$ cat config.mk
export PLATFORM = sky130hd
export DESIGN_NAME = accel_reader_top
export DESIGN_NICKNAME = d
export VERILOG_FILES = /design/src/accel_pkg.sv /design/src/accel_reader_top.sv /design/src/sample_pack.sv /design/src/sclk_timer.sv /design/src/spi_shift.sv /design/src/wb_regs.sv /design/src/xfer_fsm.sv
export SDC_FILE = /design/constraint.sdc
export NUM_CORES = 1
export LEC_CHECK = 0
export BUFFER_PORTS_ARGS = -buffer_cell sky130_fd_sc_hd__buf_2
export CORE_ASPECT_RATIO = 0.6
export CORE_MARGIN = 2
export CORE_UTILIZATION = 50
export DETAILED_ROUTE_END_ITERATION = 12
export PLACE_DENSITY = 0.78
export SETUP_SLACK_MARGIN = 0.2
export SYNTH_ARGS = -nofsm -noshare
export SYNTH_HDL_FRONTEND = slang
export SYNTH_SLANG_ARGS = --single-unit
$ cat constraint.sdc
create_clock -name clk -period 11 [get_ports clk]
set_input_delay 0.55 -clock clk [delete_from_list [all_inputs] [get_ports clk]]
set_output_delay 0.55 -clock clk [all_outputs]
set_load 0.02 [all_outputs]
$ cat src/accel_pkg.sv
// shared definitions for the dual channel adxl355 reader
// frame constants, wishbone register map and the structs between blocks
package accel_pkg;

  localparam int SCLK_DIV    = 4;   // clk cycles per half-bit tick
  localparam int MAX_LEN     = 10;  // cmd byte plus 9 xyz bytes
  localparam int KEEP_BYTES  = 6;   // 16-bit relevant bytes per channel
  localparam int STORE_BYTES = 12;  // ch0 in the lower half, ch1 in the upper

  // wishbone word addresses
  localparam logic [3:0] REG_CTRL    = 4'd0;
  localparam logic [3:0] REG_STATUS  = 4'd1;
  localparam logic [3:0] REG_SAMPLE0 = 4'd2;  // three words follow

  // frame setup, latched when a frame starts
  typedef struct packed {
    logic [7:0] cmd;  // first byte on mosi
    logic [3:0] len;  // frame bytes incl. cmd
  } xfer_cfg_t;

  typedef struct packed {
    logic sclk;
    logic mosi;
    logic csn;
  } spi_pins_t;

  // control register layout
  typedef struct packed {
    logic [14:0] rsvd_hi;  // 31:17
    logic        direct;   // request direct pin access
    logic [3:0]  rsvd_lo;  // 15:12
    logic [3:0]  len;
    logic [7:0]  cmd;
  } ctrl_reg_t;

  typedef struct packed {
    logic       valid;  // one clk per data byte
    logic [7:0] ch0;
    logic [7:0] ch1;
  } rx_byte_t;

  typedef struct packed {
    logic       en;
    logic [3:0] addr;  // store byte address
    logic [7:0] data;
  } store_wr_t;

endpackage

$ cat src/accel_reader_top.sv
// dual channel adxl355 spi reader with wishbone access
// the sensor pins go to the reader or straight to the external pins
`timescale 1ns/10ps

module accel_reader_top import accel_pkg::*;
(
  input  logic        clk,
  input  logic        rst,
  input  logic        wb_cyc,
  input  logic        wb_stb,
  input  logic        wb_we,
  input  logic [3:0]  wb_adr,
  input  logic [31:0] wb_dat_w,
  output logic [31:0] wb_dat_r,
  output logic        wb_ack,
  input  logic        sync,
  input  logic        ext_sclk,
  input  logic        ext_mosi,
  input  logic        ext_csn,
  output logic        adxl_sclk,
  output logic        adxl_mosi,
  output logic        adxl_csn,
  input  logic        adxl0_miso,
  input  logic        adxl1_miso
);

  logic       tick;
  logic       run;
  logic       drain;
  logic       drain_done;
  logic       busy;
  logic       direct_en;
  logic       frame_done;
  logic       frame_start;
  logic       shift_mosi;
  logic [7:0] half_cnt;
  xfer_cfg_t  cfg;
  spi_pins_t  fsm_pins;
  spi_pins_t  rdr_pins;
  spi_pins_t  ext_pins;
  spi_pins_t  adxl_pins;
  rx_byte_t   rx;
  store_wr_t  store_wr;
  ctrl_reg_t  ctrl;

  assign frame_start = tick && (half_cnt == 8'd0);  // select tick, no data yet

  sclk_timer u_timer (.clk, .rst, .run, .tick, .half_cnt);

  xfer_fsm u_fsm (
    .clk, .rst, .tick, .half_cnt, .sync, .ctrl, .drain_done,
    .run, .cfg, .pins(fsm_pins), .drain, .busy, .direct_en, .frame_done
  );

  spi_shift u_shift (
    .clk, .rst, .tick, .half_cnt, .cfg,
    .miso0(adxl0_miso), .miso1(adxl1_miso), .mosi(shift_mosi), .rx
  );

  sample_pack u_pack (
    .clk, .rst, .rx, .start(frame_start), .drain, .drain_done, .wr(store_wr)
  );

  wb_regs u_regs (
    .clk, .rst, .wb_cyc, .wb_stb, .wb_we, .wb_adr, .wb_dat_w, .wb_dat_r, .wb_ack,
    .store_wr, .busy, .direct_en, .frame_done, .ctrl
  );

  // reader pins with the shifter's mosi, host pins as given
  assign rdr_pins  = '{sclk: fsm_pins.sclk, mosi: shift_mosi, csn: fsm_pins.csn};
  assign ext_pins  = '{sclk: ext_sclk, mosi: ext_mosi, csn: ext_csn};
  assign adxl_pins = direct_en ? ext_pins : rdr_pins;

  assign adxl_sclk = adxl_pins.sclk;
  assign adxl_mosi = adxl_pins.mosi;
  assign adxl_csn  = adxl_pins.csn;

endmodule

$ cat src/sample_pack.sv
// sample packer for the two sensor channels
// drops every 3rd data byte, ch0 goes straight to the store, ch1 drains after csn
`timescale 1ns/10ps

module sample_pack import accel_pkg::*;
(
  input  logic      clk,
  input  logic      rst,
  input  rx_byte_t  rx,
  input  logic      start,
  input  logic      drain,
  output logic      drain_done,
  output store_wr_t wr
);

  logic [7:0] ch1_buf [KEEP_BYTES];  // ch1 side buffer
  logic [1:0] phase;     // byte position inside a 20-bit axis
  logic [2:0] kept;      // kept bytes this frame
  logic [2:0] rd_idx;    // drain pointer
  logic       draining;
  logic       keep;
  logic       wr_en;
  logic [3:0] wr_addr;
  logic [7:0] wr_data;

  // third byte of an axis only holds the low nibble
  assign keep = rx.valid && (phase != 2'd2) && (kept < 3'(KEEP_BYTES));
  assign wr   = '{en: wr_en, addr: wr_addr, data: wr_data};

  always_ff @(posedge clk)
  begin
    if (keep)
      ch1_buf[kept] <= rx.ch1;
  end

  always_ff @(posedge clk)
  begin
    if (rst)
    begin
      phase      <= '0;
      kept       <= '0;
      rd_idx     <= '0;
      draining   <= 1'b0;
      drain_done <= 1'b0;
      wr_en      <= 1'b0;
    end
    else
    begin
      // high with the last drain write on the bus
      drain_done <= draining && (rd_idx == 3'(KEEP_BYTES - 1));
      if (start)
      begin
        phase <= '0;
        kept  <= '0;
      end
      else if (rx.valid)
      begin
        phase <= (phase == 2'd2) ? 2'd0 : phase + 2'd1;
        if (keep)
          kept <= kept + 3'd1;
      end
      if (drain)
      begin
        draining <= 1'b1;
        rd_idx   <= '0;
      end
      else if (draining)
      begin
        rd_idx <= rd_idx + 3'd1;
        if (rd_idx == 3'(KEEP_BYTES - 1))
          draining <= 1'b0;  // always 6 clks
      end
      wr_en <= keep || (draining && (rd_idx < kept));  // short frames touch fewer bytes
    end
  end

  always_ff @(posedge clk)
  begin
    if (draining)
    begin
      wr_addr <= 4'(KEEP_BYTES) + {1'b0, rd_idx};  // upper half
      wr_data <= ch1_buf[rd_idx];
    end
    else
    begin
      wr_addr <= {1'b0, kept};
      wr_data <= rx.ch0;
    end
  end

endmodule

$ cat src/sclk_timer.sv
// half-bit tick generator for the spi clock
// counts half-bits within a frame and sits at zero between frames
`timescale 1ns/10ps

module sclk_timer import accel_pkg::*;
(
  input  logic       clk,
  input  logic       rst,
  input  logic       run,
  output logic       tick,
  output logic [7:0] half_cnt
);

  logic [$clog2(SCLK_DIV)-1:0] div_cnt;  // clk divider

  // tick only while a frame runs
  assign tick = run && (int'(div_cnt) == SCLK_DIV - 1);

  always_ff @(posedge clk)
  begin
    if (rst || !run)
    begin
      div_cnt  <= '0;  // frames always start aligned
      half_cnt <= '0;
    end
    else
    begin
      div_cnt <= tick ? '0 : div_cnt + 1'b1;
      if (tick)
        half_cnt <= half_cnt + 8'd1;  // next half-bit
    end
  end

endmodule

$ cat src/spi_shift.sv
// spi shifters for the reader
// cmd byte out on mosi, both miso lines in, one strobe per data byte
`timescale 1ns/10ps

module spi_shift import accel_pkg::*;
(
  input  logic       clk,
  input  logic       rst,
  input  logic       tick,
  input  logic [7:0] half_cnt,
  input  xfer_cfg_t  cfg,
  input  logic       miso0,
  input  logic       miso1,
  output logic       mosi,
  output rx_byte_t   rx
);

  logic [7:0] tx_sr;     // command shifter, msb first
  logic [7:0] rx0_sr;
  logic [7:0] rx1_sr;
  logic [6:0] bit_idx;   // bit within the frame on a rising edge
  logic       in_frame;
  logic       rise;
  logic       fall;
  logic       rx_valid;

  assign in_frame = (half_cnt != 8'd0) && (half_cnt <= {cfg.len, 4'h0});
  assign rise     = tick && in_frame && half_cnt[0];   // sclk goes high
  assign fall     = tick && in_frame && !half_cnt[0];  // sclk goes low
  assign bit_idx  = half_cnt[7:1];
  assign mosi     = tx_sr[7];
  assign rx       = '{valid: rx_valid, ch0: rx0_sr, ch1: rx1_sr};

  always_ff @(posedge clk)
  begin
    if (rst)
      tx_sr <= '0;
    else if (half_cnt == 8'd0)
      tx_sr <= cfg.cmd;  // msb ready before the first rising edge
    else if (fall)
      tx_sr <= {tx_sr[6:0], 1'b0};
  end

  // sensors are sampled on the rising edge
  always_ff @(posedge clk)
  begin
    if (rise)
    begin
      rx0_sr <= {rx0_sr[6:0], miso0};
      rx1_sr <= {rx1_sr[6:0], miso1};
    end
  end

  always_ff @(posedge clk)
  begin
    if (rst)
      rx_valid <= 1'b0;
    else  // last bit of a byte, the byte under the cmd is dummy
      rx_valid <= rise && (bit_idx[2:0] == 3'd7) && (bit_idx[6:3] != 4'd0);
  end

endmodule

$ cat src/wb_regs.sv
// wishbone classic register block for the reader
// control word, status with frame count, and the 12-byte sample store
`timescale 1ns/10ps

module wb_regs import accel_pkg::*;
(
  input  logic        clk,
  input  logic        rst,
  input  logic        wb_cyc,
  input  logic        wb_stb,
  input  logic        wb_we,
  input  logic [3:0]  wb_adr,
  input  logic [31:0] wb_dat_w,
  output logic [31:0] wb_dat_r,
  output logic        wb_ack,
  input  store_wr_t   store_wr,
  input  logic        busy,
  input  logic        direct_en,
  input  logic        frame_done,
  output ctrl_reg_t   ctrl
);

  logic [7:0]  store [STORE_BYTES];
  logic [7:0]  frame_cnt;
  logic [31:0] status;
  logic [31:0] rd_word;
  logic [3:0]  samp_word;  // sample word index
  logic        req;

  assign req       = wb_cyc && wb_stb && !wb_ack;  // ack follows next clk
  assign status    = {16'd0, frame_cnt, 6'd0, direct_en, busy};
  assign samp_word = wb_adr - REG_SAMPLE0;

  always_comb
  begin
    rd_word = '0;  // unmapped reads give zero
    if (wb_adr == REG_CTRL)
      rd_word = ctrl;
    else if (wb_adr == REG_STATUS)
      rd_word = status;
    else if (wb_adr >= REG_SAMPLE0 && int'(samp_word) < STORE_BYTES / 4)
      for (int k = 0; k < 4; k++)
        rd_word[8*k +: 8] = store[4*samp_word + k];  // lowest byte in bits 7:0
  end

  always_ff @(posedge clk)
  begin
    if (rst)
    begin
      wb_ack <= 1'b0;
      ctrl   <= '{cmd: 8'h01, len: 4'(MAX_LEN), default: 0};  // read id
    end
    else
    begin
      wb_ack <= req;
      if (req && wb_we && wb_adr == REG_CTRL)
        ctrl <= wb_dat_w;
    end
  end

  always_ff @(posedge clk)
  begin
    if (req)
      wb_dat_r <= rd_word;  // valid with ack
  end

  always_ff @(posedge clk)
  begin
    if (rst)
    begin
      frame_cnt <= '0;
      for (int i = 0; i < STORE_BYTES; i++)
        store[i] <= '0;
    end
    else
    begin
      if (frame_done)
        frame_cnt <= frame_cnt + 8'd1;
      if (store_wr.en)
        store[store_wr.addr] <= store_wr.data;
    end
  end

endmodule

$ cat src/xfer_fsm.sv
// frame sequencer for the spi reader
// owns csn and sclk, the direct access grant, the ch1 drain and busy
`timescale 1ns/10ps

module xfer_fsm import accel_pkg::*;
(
  input  logic       clk,
  input  logic       rst,
  input  logic       tick,
  input  logic [7:0] half_cnt,
  input  logic       sync,
  input  ctrl_reg_t  ctrl,
  input  logic       drain_done,
  output logic       run,
  output xfer_cfg_t  cfg,
  output spi_pins_t  pins,
  output logic       drain,
  output logic       busy,
  output logic       direct_en,
  output logic       frame_done
);

  typedef enum logic [2:0] {IDLE, SELECT, SHIFT, DESELECT, DRAIN} state_t;

  state_t state;
  logic   sync_q;  // previous sync for edge detect
  logic   start;
  logic   csn_r;
  logic   sclk_r;

  // rising sync starts a frame only when idle and not granted to the host
  assign start      = (state == IDLE) && sync && !sync_q && !direct_en;
  assign drain      = (state == DESELECT);  // one clk wide
  assign frame_done = (state == DRAIN) && drain_done;
  // mosi itself comes from spi_shift, held low here
  assign pins       = '{sclk: sclk_r, mosi: 1'b0, csn: csn_r};

  always_ff @(posedge clk)
  begin
    if (rst)
    begin
      state     <= IDLE;
      sync_q    <= 1'b0;
      run       <= 1'b0;
      busy      <= 1'b0;
      direct_en <= 1'b0;
      csn_r     <= 1'b1;
      sclk_r    <= 1'b0;
      cfg       <= '0;
    end
    else
    begin
      sync_q <= sync;
      case (state)
        IDLE:
          if (start)
          begin
            cfg   <= '{cmd: ctrl.cmd, len: ctrl.len};
            run   <= 1'b1;  // timer starts counting
            busy  <= 1'b1;
            state <= SELECT;
          end
          else
            direct_en <= ctrl.direct;  // grant moves only here
        SELECT:
          if (tick)
          begin
            csn_r <= 1'b0;  // half_cnt goes to 1
            state <= SHIFT;
          end
        SHIFT:
          if (tick)
          begin
            if (half_cnt > {cfg.len, 4'h0})
            begin
              // one tick after the last falling edge
              csn_r  <= 1'b1;
              sclk_r <= 1'b0;
              run    <= 1'b0;
              state  <= DESELECT;
            end
            else
              sclk_r <= half_cnt[0];  // even count after the tick means high
          end
        DESELECT:
          state <= DRAIN;  // drain pulse goes out this clk
        DRAIN:
          if (drain_done)
          begin
            busy  <= 1'b0;  // frame count bumps on the same edge
            state <= IDLE;
          end
        default:
          state <= IDLE;
      endcase
    end
  end

endmodule
# Word level (Yosys, flattened, before mapping)
# Memories as Yosys holds them, arrays and structs flattened. A register that Yosys moved wholly into a read port is not among the register bits.
# Cells that the tools add are included.
[word_totals] wordCells=157 ramBits=144 in_bits=47 latchBits=0 regBits=152 out_inout_bits=36 mem_bits_ro=0 memories=2
[classes] n_reduce_logical=49 multipliers=0 n_eq_ne=15 order_cmp=6 div=0 bitwise=1 n_shift=0 addsub=11 mux=41
[memory_table] name="u_regs.store" depth=12 word_bits=8 rd=4 rd_ports_with_merged_regs=0 wr=12 line="wb_regs.sv:23" rtl="logic [7:0] store [STORE_BYTES];"
[memory_table] name="u_pack.ch1_buf" depth=6 word_bits=8 rd=1 rd_ports_with_merged_regs=1 wr=1 line="sample_pack.sv:16" rtl="logic [7:0] ch1_buf [KEEP_BYTES];"
[op_table] operator="$mux W32" n=3
[op_table] operator="$mux W8" n=4
[op_table] operator="$mux W3" n=9
[op_table] operator="$logic_and A1 B1 Y1" n=21
[op_table] operator="$mux W1" n=19
[op_table] operator="$add A8 B1 Y8 const B" n=2
[op_table] operator="$pmux W3 S5" n=1
[op_table] operator="$eq A3 B3 Y1 const B" n=3
[op_table] operator="$add A4 B2 Y4 const B" n=2
[op_table] operator="$gt A8 B8 Y1" n=1
[op_table] operator="$le A8 B8 Y1" n=1
[op_table] operator="$logic_not A8 Y1" n=1
[op_table] operator="$reduce_and A2 Y1" n=4
[op_table] operator="$reduce_and A4 Y1" n=2
[op_table] operator="$reduce_bool A2 Y1" n=4
[op_table] operator="$reduce_bool A8 Y1" n=1
[op_table] operator="$reduce_or A8 Y1" n=1
[op_table] operator="$add A3 B1 Y3 const B" n=2
[op_table] operator="$eq A3 B2 Y1 const B" n=2
[op_table] operator="$ne A2 B1 Y1 const B" n=3
[op_table] operator="$ne A2 B2 Y1 const B" n=3
[op_table] operator="$pmux W1 S2" n=3
[op_table] operator="$reduce_or A2 Y1" n=3
[op_table] operator="$logic_not A1 Y1" n=5
[op_table] operator="21 further kinds" n=23

# Depth between registers and ports, before layout
# Gate-level depths: netlist of the first run.
[logic_depth] ltp_word=6 mapped_depth=9

# By module
# A second synthesis of the first run with hierarchy kept.
[unflattened] cells_unflattened=1068 area_unflattened_um2=13999.7
[by_module_without_submodules] module="wb_regs" cells_per_inst=607 n_inst=1 area_each_um2=8564.5 seq_area_each_um2=5625.4
[by_module_without_submodules] module="sample_pack" cells_per_inst=213 n_inst=1 area_each_um2=2891.5 seq_area_each_um2=1961.9
[by_module_without_submodules] module="spi_shift" cells_per_inst=77 n_inst=1 area_each_um2=1067.3 seq_area_each_um2=660.6
[by_module_without_submodules] module="xfer_fsm" cells_per_inst=119 n_inst=1 area_each_um2=972.2 seq_area_each_um2=420.4
[by_module_without_submodules] module="sclk_timer" cells_per_inst=46 n_inst=1 area_each_um2=441.7 seq_area_each_um2=200.2
[by_module_without_submodules] module="accel_reader_top" cells_per_inst=6 n_inst=1 area_each_um2=62.6 seq_area_each_um2=0.0

# Worst setup path before layout of the first run
# No wires, ideal clock.
[synth_path] kind="register to register" start="reg u_timer.half_cnt[0]" end="reg u_shift.rx0_sr[0] (enable)" arrival_time_ns=3.041 required_ns=10.564 slack_ns=7.523 setup_time_ns=0.436 stages_incl_launch_ff=7 cell_sequence="dfxtp_1 inv_1 ha_1 or3b_2 nor2_1 a21oi_1 nor4b_1"
[synth_via] elab_chain_cells=4 elab_cells_between_ends=5 classes_between="1 x order compare; 4 x reduce/logical"
[synth_rtl] element="start, declared" line="sclk_timer.sv:11" rtl="output logic [7:0] half_cnt"
[synth_rtl] element="start signal, assigned" line="sclk_timer.sv:30" rtl="half_cnt <= half_cnt + 8'd1;"
[synth_rtl] element="$le A8 B8 Y1 or $reduce_bool A8 Y1 (tied branches)" line="spi_shift.sv:27" rtl="assign in_frame = (half_cnt != 8'd0) && (half_cnt <= {cfg.len, 4'h0});"
[synth_rtl] element="$logic_and A1 B1 Y1" line="spi_shift.sv:27"
[synth_rtl] element="$logic_and A1 B1 Y1" line="spi_shift.sv:28" rtl="assign rise = tick && in_frame && half_cnt[0];"
[synth_rtl] element="$logic_and A1 B1 Y1 (*)" line="spi_shift.sv:28"
[synth_rtl] element="named net u_shift.rise" line="spi_shift.sv:23" rtl="logic rise;"
[synth_rtl] element="end signal, assigned" line="spi_shift.sv:49" rtl="rx0_sr <= {rx0_sr[6:0], miso0};"
[synth_rtl] element="end, declared" line="spi_shift.sv:19" rtl="logic [7:0] rx0_sr;"
# The timed path passes the listed nets; every way through them passes the cells marked *.
# A chain may end at the register's enable or synchronous reset.

# Final worst setup path of the first run
[layout_path] start="in wb_adr[1]" end="reg u_regs.wb_dat_r[15] (data pin)"
[layout_via] elab_chain_cells=6 elab_cells_between_ends=11 classes_between="2 x add/sub; 2 x order compare; 1 x eq/ne; 3 x mux; 2 x reduce/logical; 1 x memory"
[layout_rtl] element="start, declared" line="accel_reader_top.sv:12" rtl="input logic [3:0] wb_adr,"
[layout_rtl] element="$sub A4 B2 Y4" line="wb_regs.sv:32" rtl="assign samp_word = wb_adr - REG_SAMPLE0;"
[layout_rtl] element="$add A4 B1 Y4 or $lt A4 B2 Y1 (tied branches)" line="wb_regs.sv:43, wb_regs.sv:41"
[layout_rtl] element="$mem_v2 Z12 W8 or $logic_and A1 B1 Y1 (tied branches)"
[layout_rtl] element="$mux W32" line="wb_regs.sv:41" rtl="else if (wb_adr >= REG_SAMPLE0 && int'(samp_word) < STORE_BYTES / 4)"
[layout_rtl] element="$mux W32" line="wb_regs.sv:39" rtl="else if (wb_adr == REG_STATUS)"
[layout_rtl] element="$mux W32 (*)" line="wb_regs.sv:37" rtl="if (wb_adr == REG_CTRL)"
[layout_rtl] element="named net u_regs.rd_word[15]" line="wb_regs.sv:26" rtl="logic [31:0] rd_word;"
[layout_rtl] element="end signal, assigned" line="wb_regs.sv:64" rtl="wb_dat_r <= rd_word;"
[layout_rtl] element="end, declared" line="wb_regs.sv:14" rtl="output logic [31:0] wb_dat_r,"
# Marks and branches as above.

==> results by group, run 1 <==
Synthesis
  – Sequential area share after synthesis: 65.8%
  – Mapped Nets: 1084
  – Post-synth ARST share: 0%
  – Synth warn: 0
  – #FFs+latches synth: 331
  – Cell Area, Synth: 0.0135 sq mm
  – Gate Count Post-Synth: 1022
  – EDFF count, synth: 224
  – Syn Area/Cell: 13.2 sq um
  – Top_reg_cell synth: edfxtp_1
  – Unique masters post-synth: 54

Critical path
  – CP Launch Type: input pin
  – Setup Crit Path Kind: input pin to flip-flop
  – CP endpoint kind: flip-flop
  – R2r endpoint: u_shift.rx1_sr[3]
  – Critical Path Fanout Max: 35
  – Crit path required time: 11390 ps
  – Worst r2r path cells: 6
  – CP arrival: 3100 ps
  – RR Startpoint: u_timer.half_cnt[5]
  – R2R setup slack: 8560 ps

Drt
  – DRT iter0 DRCs: 1114
  – # DRC: 0
  – Detailed-router iteration count before antenna repair: 5
  – WL per Instance: 20.2 um
  – Via Count: 8399
  – Antenna-violating nets left: 0
  – DRT Wirelength: 29800 um
  – Via density per instance: 5.69

Place
  – Placed Area: 0.0142 sq mm
  – Placer Congestion: 0.838
  – PortBufs: 82
  – Placed wire-length estimate: 20000 um
  – Placed cells: 1422

Hold path
  – Hold crit path type: input pin to flip-flop
  – Min-delay src: adxl1_miso
  – Hold path endpoint: u_shift.rx1_sr[0]
  – Hold depth: 1

Pwr
  – P_leak: 5.26 nW
  – Maximum vdd drop: 91.1 uV
  – Power per standard cell area: 158 mW/mm^2
  – Pwr Total: 2.39 mW

Floorplan
  – Die height: 131 um
  – Die W: 216 um
  – Core area: 0.0265 sq mm
  – # IOs: 83
  – Starting Density: 50.9%
  – Num rows: 46
  – Die ar.: 0.0283 sq mm

STA
  – RSZ-0062 raised after global routing: false
  – Least-Margin Pin Slew: 1190 ps
  – Setup_tns: 0 ps
  – # setup viols final: 0
  – Final Hold Vio Count: 0
  – Fin crit share: 24.6%
  – Min Tclk post-route: 2700 ps
  – Slew margin rel.: 20.3%
  – Post-Route Skew: 10.0 ps
  – Fin. max-slew vios: 0
  – Fmax: 0.370 GHz

Clock network
  – CTS buffer count: 29
  – Clk_lat worst skew: 560 ps
  – Clk sinks: 331
  – Post-CTS Resized: 0
  – # hold bufs at CTS: 0
  – Clk root buf: clkbuf_16
  – CTS clock-pin slew for the worst setup and hold paths: 70 ps
  – CTS Buffer Depth: 3
  – Post-CTS Setup Bufs: 0
  – H-tree Lvls: 1
  – CTS tree: yes

Final layout
  – Layout area overhead: 12.0%
  – Fill count: 2062
  – Final Net Count: 1155
  – # diodes: 0
  – Fraction of layout instances using a drive strength above 1: 18.5%
  – Finished Layout Cells: 1475
  – Final instance area: 0.0151 sq mm

GRT
  – First-pass GRT wire length: 46500 um
  – Total gr overflow: 0
  – Largest net degree at the start of global routing: 82
  – GRT Resource Usage Total: 21.2%
  – Number of global-route vias before repair: 8037
  – Initial antenna violation count: 0

Run
  – Number of max-cap violations: 0

Status
  – Status: finished, final reports clean
cell type report:
type	instances	area, sq um	area share [%]
inverter	27	101	0.672
timing repair buffer	101	553	3.67
clock inverter	18	104	0.688
tap	360	450	2.99
sequential	331	8870	58.8
multi-input combinational	603	4260	28.2
clock buffer	35	748	4.96
kinds of logic after synthesis:
group | synth area share, %
buf+inv | 2.63
mux | 8.28
simple gates | 14.0
flops | 65.8
fa+ha+maj | 1.39
compound gates | 6.72
xor+xnor | 1.11
worst max-delay path, stage by stage:
cell,delay (ps)
buf_2,680
inv_1,200
ha_1,290
xnor2_1,170
nand2_1,80
a21oi_2,480
buf_4,360
nand2_1,100
a21oi_1,170
registers in the layout, summed over array words and instances (netlist names), 12 cells and up, named ones only:
register	cells
u_regs.ctrl	32
u_pack.ch1_buf	48
u_fsm.cfg	12
u_regs.store	128
u_regs.wb_dat_r	32
cell usage in the layout, fill, tap and decap left out, types with 19 or more instances in the layout:
cell type	n
inv_1	26
o21ai_0	34
nor2_1	56
clkbuf_16	29
and2_1	97
buf_4	19
dfxtp_1	107
nand2_1	114
edfxtp_1	224
mux4_2	40
a22o_1	22
buf_2	82
a21oi_1	65
where the power goes:
part	internal, mW	leakage (nW)	total [mW]	switching (mW)
registers	1.34	3.03	1.35	0.0103
logic	0.0378	1.82	0.102	0.0643
clock network	0.487	0.411	0.933	0.446
total	1.87	5.26	2.39	0.521
cells in the mapped netlist (all sizes together), types with 2 or more instances:
cell,n,area share [%]
mux2i,18,1.3
nor4,9,0.64
inv,26,0.72
o211ai,9,0.50
mux2,3,0.25
o21ai,35,1.4
or3,3,0.14
and2,98,4.6
a211oi,2,0.11
clkbuf,46,1.3
nand2,116,3.3
nor2b,3,0.14
nand3,18,0.67
nor4b,2,0.13
or2,3,0.14
o31ai,6,0.33
xor2,9,0.59
a22o,22,1.4
nand2b,8,0.37
nor2,57,1.6
edfxtp,224,50
ha,15,1.4
or3b,2,0.13
a21oi,66,2.5
mux4,40,6.7
nor3b,3,0.25
and3,3,0.14
nand4,11,0.51
nor3,16,0.67
xnor2,8,0.52
nand3b,7,0.39
buf,15,0.59
dfxtp,107,16
worst max path at each step:
stage / startpoint / end / slack, ps / depth (start not counted)
after CTS: wb_adr[1] / u_regs.wb_dat_r[15] / 8380 / 9
after global placement: rst / u_regs.store[5][0] / 7900 / 5
final: wb_adr[1] / u_regs.wb_dat_r[15] / 8300 / 9
after detailed placement: wb_adr[1] / u_regs.wb_dat_r[15] / 7830 / 9
after global routing: wb_adr[1] / u_regs.wb_dat_r[13] / 8190 / 9
after floorplan: u_timer.half_cnt[0] / u_shift.rx0_sr[0] / 7520 / 6
through the flow:
stage,setup slack [ps],utilization [%],hold WS [ps]
after floorplan,7520,-,408
after global placement,7900,53.8,418
after detailed placement,7830,53.8,421
after CTS,8380,57.0,144
after global routing,8190,57.0,150
final,8300,57.0,166
metal layers:
layer  global-route usage, %  wire length (um)
met1                    33.8             14000
met2                    28.2             12100
met3                    6.39              3180
met4                    3.69               403
met5                    2.63                99
Power figures use the tool's default switching activity.
==> inputs of run 2 (changes only) <==
--- a/config.mk
+++ b/config.mk
@@ -5,6 +5,7 @@
 export SDC_FILE = /design/constraint.sdc
 export NUM_CORES = 1
 export LEC_CHECK = 0
+export ABC_AREA = 1
 export BUFFER_PORTS_ARGS = -buffer_cell sky130_fd_sc_hd__buf_2
 export CORE_ASPECT_RATIO = 0.6
 export CORE_MARGIN = 2
==> constraint.sdc (replaced) <==
create_clock -name clk -period 2.6 [get_ports clk]
set_input_delay 0.13 -clock clk [delete_from_list [all_inputs] [get_ports clk]]
set_output_delay 0.13 -clock clk [all_outputs]
set_load 0.02 [all_outputs]
==> run 2 against run 1 <==
First-iteration DRC count decreased by 5.9%. Critical endpoint is now u_shift.rx0_sr[7]. Routed wire length increased by 4.4%. Sequential power increased to 4.3 times the previous value. Clock skew increased by 3.6 ps. Register-to-register slack got worse by 7900 ps. Core utilization increased by 1.7 points.
==> results by group, run 2 <==
Synthesis
  – Synth warn: 0
  – Cell taking the most area after synthesis: edfxtp_1
  – Sequential area share after synthesis: 66.3%
  – Commonest cells post-synth: nor2_1, edfxtp_1, nand2_1
  – Area contributors post-synth: edfxtp_1, dfxtp_1, nor2_1
  – Post-synth ARST share: 0%
  – EDFF count, synth: 224
  – Gate Count Post-Synth: 1293
  – Unique masters post-synth: 39
  – #FFs+latches synth: 331
  – Most common cell in the synthesized netlist: nor2_1
  – Synth top area share: 50.3%
  – Cell Area, Synth: 0.0134 sq mm
  – Mapped Nets: 1355
  – Top_reg_cell synth: edfxtp_1
  – Syn Area/Cell: 10.3 sq um

Clock network
  – Clk_lat worst skew: 560 ps
  – Clk root buf: clkbuf_16
  – CTS Buffer Depth: 3
  – CTS buffer count: 28
  – # hold bufs at CTS: 40
  – CTS tree: yes
  – Clk sinks: 331
  – CTS clock-pin slew for the worst setup and hold paths: 70 ps
  – Post-CTS Resized: 0
  – H-tree Lvls: 1
  – Post-CTS Setup Bufs: 0

Drt
  – Via density per instance: 5.37
  – Via Count: 9631
  – Detailed-router iteration count before antenna repair: 7
  – Antenna-violating nets left: 0
  – WL per Instance: 17.3 um
  – # DRC: 0
  – DRT iter0 DRCs: 1048
  – DRT Wirelength: 31100 um

Critical path
  – RR Startpoint: u_timer.half_cnt[4]
  – Setup Crit Path Kind: flip-flop to flip-flop
  – CP Launch Type: flip-flop
  – Crit path required time: 2840 ps
  – CP endpoint kind: flip-flop
  – R2R setup slack: 640 ps
  – CP most frequent cell: nand2_1
  – CP max stage cell: dfxtp_1
  – Critical path's top delay family: simple AND/OR/NAND/NOR gates
  – Critical Path Start: u_timer.half_cnt[4]
  – Cell Chain, Critical Path: inv_1 -> ha_1 -> nand2_1 -> nor2_1 -> nand3_1 -> nand2_1 -> nand2_1 -> nor3_2 -> buf_4
  – CP bufs+invs: 2
  – CP arrival: 2210 ps
  – Worst path max stage delay: 360 ps
  – Critical Path Fanout Max: 16

Final layout
  – Fraction of layout instances using a drive strength above 1: 11.7%
  – Multi-input logic area: 0.00397 sq mm
  – Storage cell area: 0.00887 sq mm
  – Reg with most FFs: u_regs.store
  – # diodes: 0
  – Layout area overhead: 15.7%
  – Largest register FFs: 128
  – Final design utilization: 58.7%
  – Most frequent cells in the layout: nor2_1, edfxtp_1, nand2_1
  – Commonest non-fill, non-tap cell in the layout: nor2_1
  – Largest registers: u_regs.store (128), u_pack.ch1_buf (48)
  – Final Net Count: 1474
  – Fill count: 2096

Pwr
  – Pwr Total: 10.4 mW
  – Power per standard cell area: 673 mW/mm^2
  – P_leak: 6.05 nW
  – Maximum vdd drop: 464 uV

Status
  – Status: finished, final reports clean

GRT
  – Initial antenna violation count: 0
  – Total gr overflow: 0
  – Number of global-route vias before repair: 8705
  – First-pass GRT wire length: 47000 um
  – GRT Resource Usage Total: 21.6%
  – Largest net degree at the start of global routing: 52

STA
  – # setup viols final: 0
  – Fin. max-slew vios: 0
  – Least-Margin Pin Slew: 706 ps
  – RSZ-0062 raised after global routing: false
  – Final Hold Vio Count: 0
  – Min Tclk post-route: 1960 ps
  – Slew margin rel.: 52.7%
  – Fmax: 0.510 GHz
  – Post-Route Skew: 13.6 ps
  – Fin crit share: 75.5%
  – Setup_tns: 0 ps

Run
  – Number of max-cap violations: 0

Hold path
  – Min-delay src: wb_we
  – Hold crit path type: input pin to flip-flop

Floorplan
  – # IOs: 83
  – Die height: 131 um
  – Starting Density: 50.7%
  – Num rows: 46
  – Die W: 215 um
  – Core area: 0.0264 sq mm
  – Die ar.: 0.0281 sq mm

Place
  – PortBufs: 82
  – Placer Congestion: 0.866
  – Placed wire-length estimate: 20800 um
[run 2: changes by cell type after synthesis, sizes merged, moves of 9 or more]
cell / delta
nor2: +252
and2: -98
nand2: +85
o21ai: +84
inv: +44
mux4: -40
o22ai: +33
a21oi: -31
a22o: -22
mux2i: +14
buf: +9
clkbuf: -9
nand3: +9
[run 2: cells by family after synthesis]
| group | synth area share [%] |
|---|---|
| flops | 66.3 |
| xor+xnor | 0.262 |
| mux | 2.39 |
| fa+ha+maj | 1.40 |
| compound gates | 8.70 |
| simple gates | 16.9 |
| buf+inv | 4.08 |
[run 2: path summary, 6_finish.rpt]
path	end	cells after the start
max	u_shift.rx0_sr[7]	9
min	u_regs.ctrl[9]	6
max reg2reg	u_shift.rx0_sr[7]	9
min reg2reg	u_timer.div_cnt[0]	1
[run 2: worst reg2reg max path: stages (launching register included)]
cell and delay, ps:
dfxtp_1 360, inv_1 100, ha_1 290, nand2_1 50, nor2_1 80, nand3_1 70
nand2_1 150, nand2_1 120, nor3_2 140, buf_4 280
[run 2: area by class of cell]
class / count / share of cell area [%]
sequential: 331 / 57.3
multi-input combinational: 831 / 25.7
timing repair buffer: 150 / 6.68
clock buffer: 35 / 4.97
tap: 360 / 2.91
inverter: 70 / 1.70
clock inverter: 16 / 0.768
[run 2: report_power, final]
group	total [mW]	switching, mW	internal (mW)
combinational	0.556	0.348	0.208
clock	4.11	1.90	2.21
sequential	5.74	0.0466	5.69
total	10.4	2.30	8.11
[run 2: layer usage]
layer	vias up	track usage, %	wire length (um)
li1	4641	-	-
met1	4512	32.0	14200
met2	421	33.1	13400
met3	57	4.58	2820
met4	0	4.83	637
met5	-	0	0
[run 2: through the flow]
stage	setup slack [ps]	area (sq um)	hold WS (ps)	std cells
finish	638	15500	88.9	1793
global route	408	15500	125	1793
detailed placement	642	14200	308	1702
CTS	629	15500	64.7	1793
global placement	689	14200	306	1702
floorplan	470	13400	208	1293
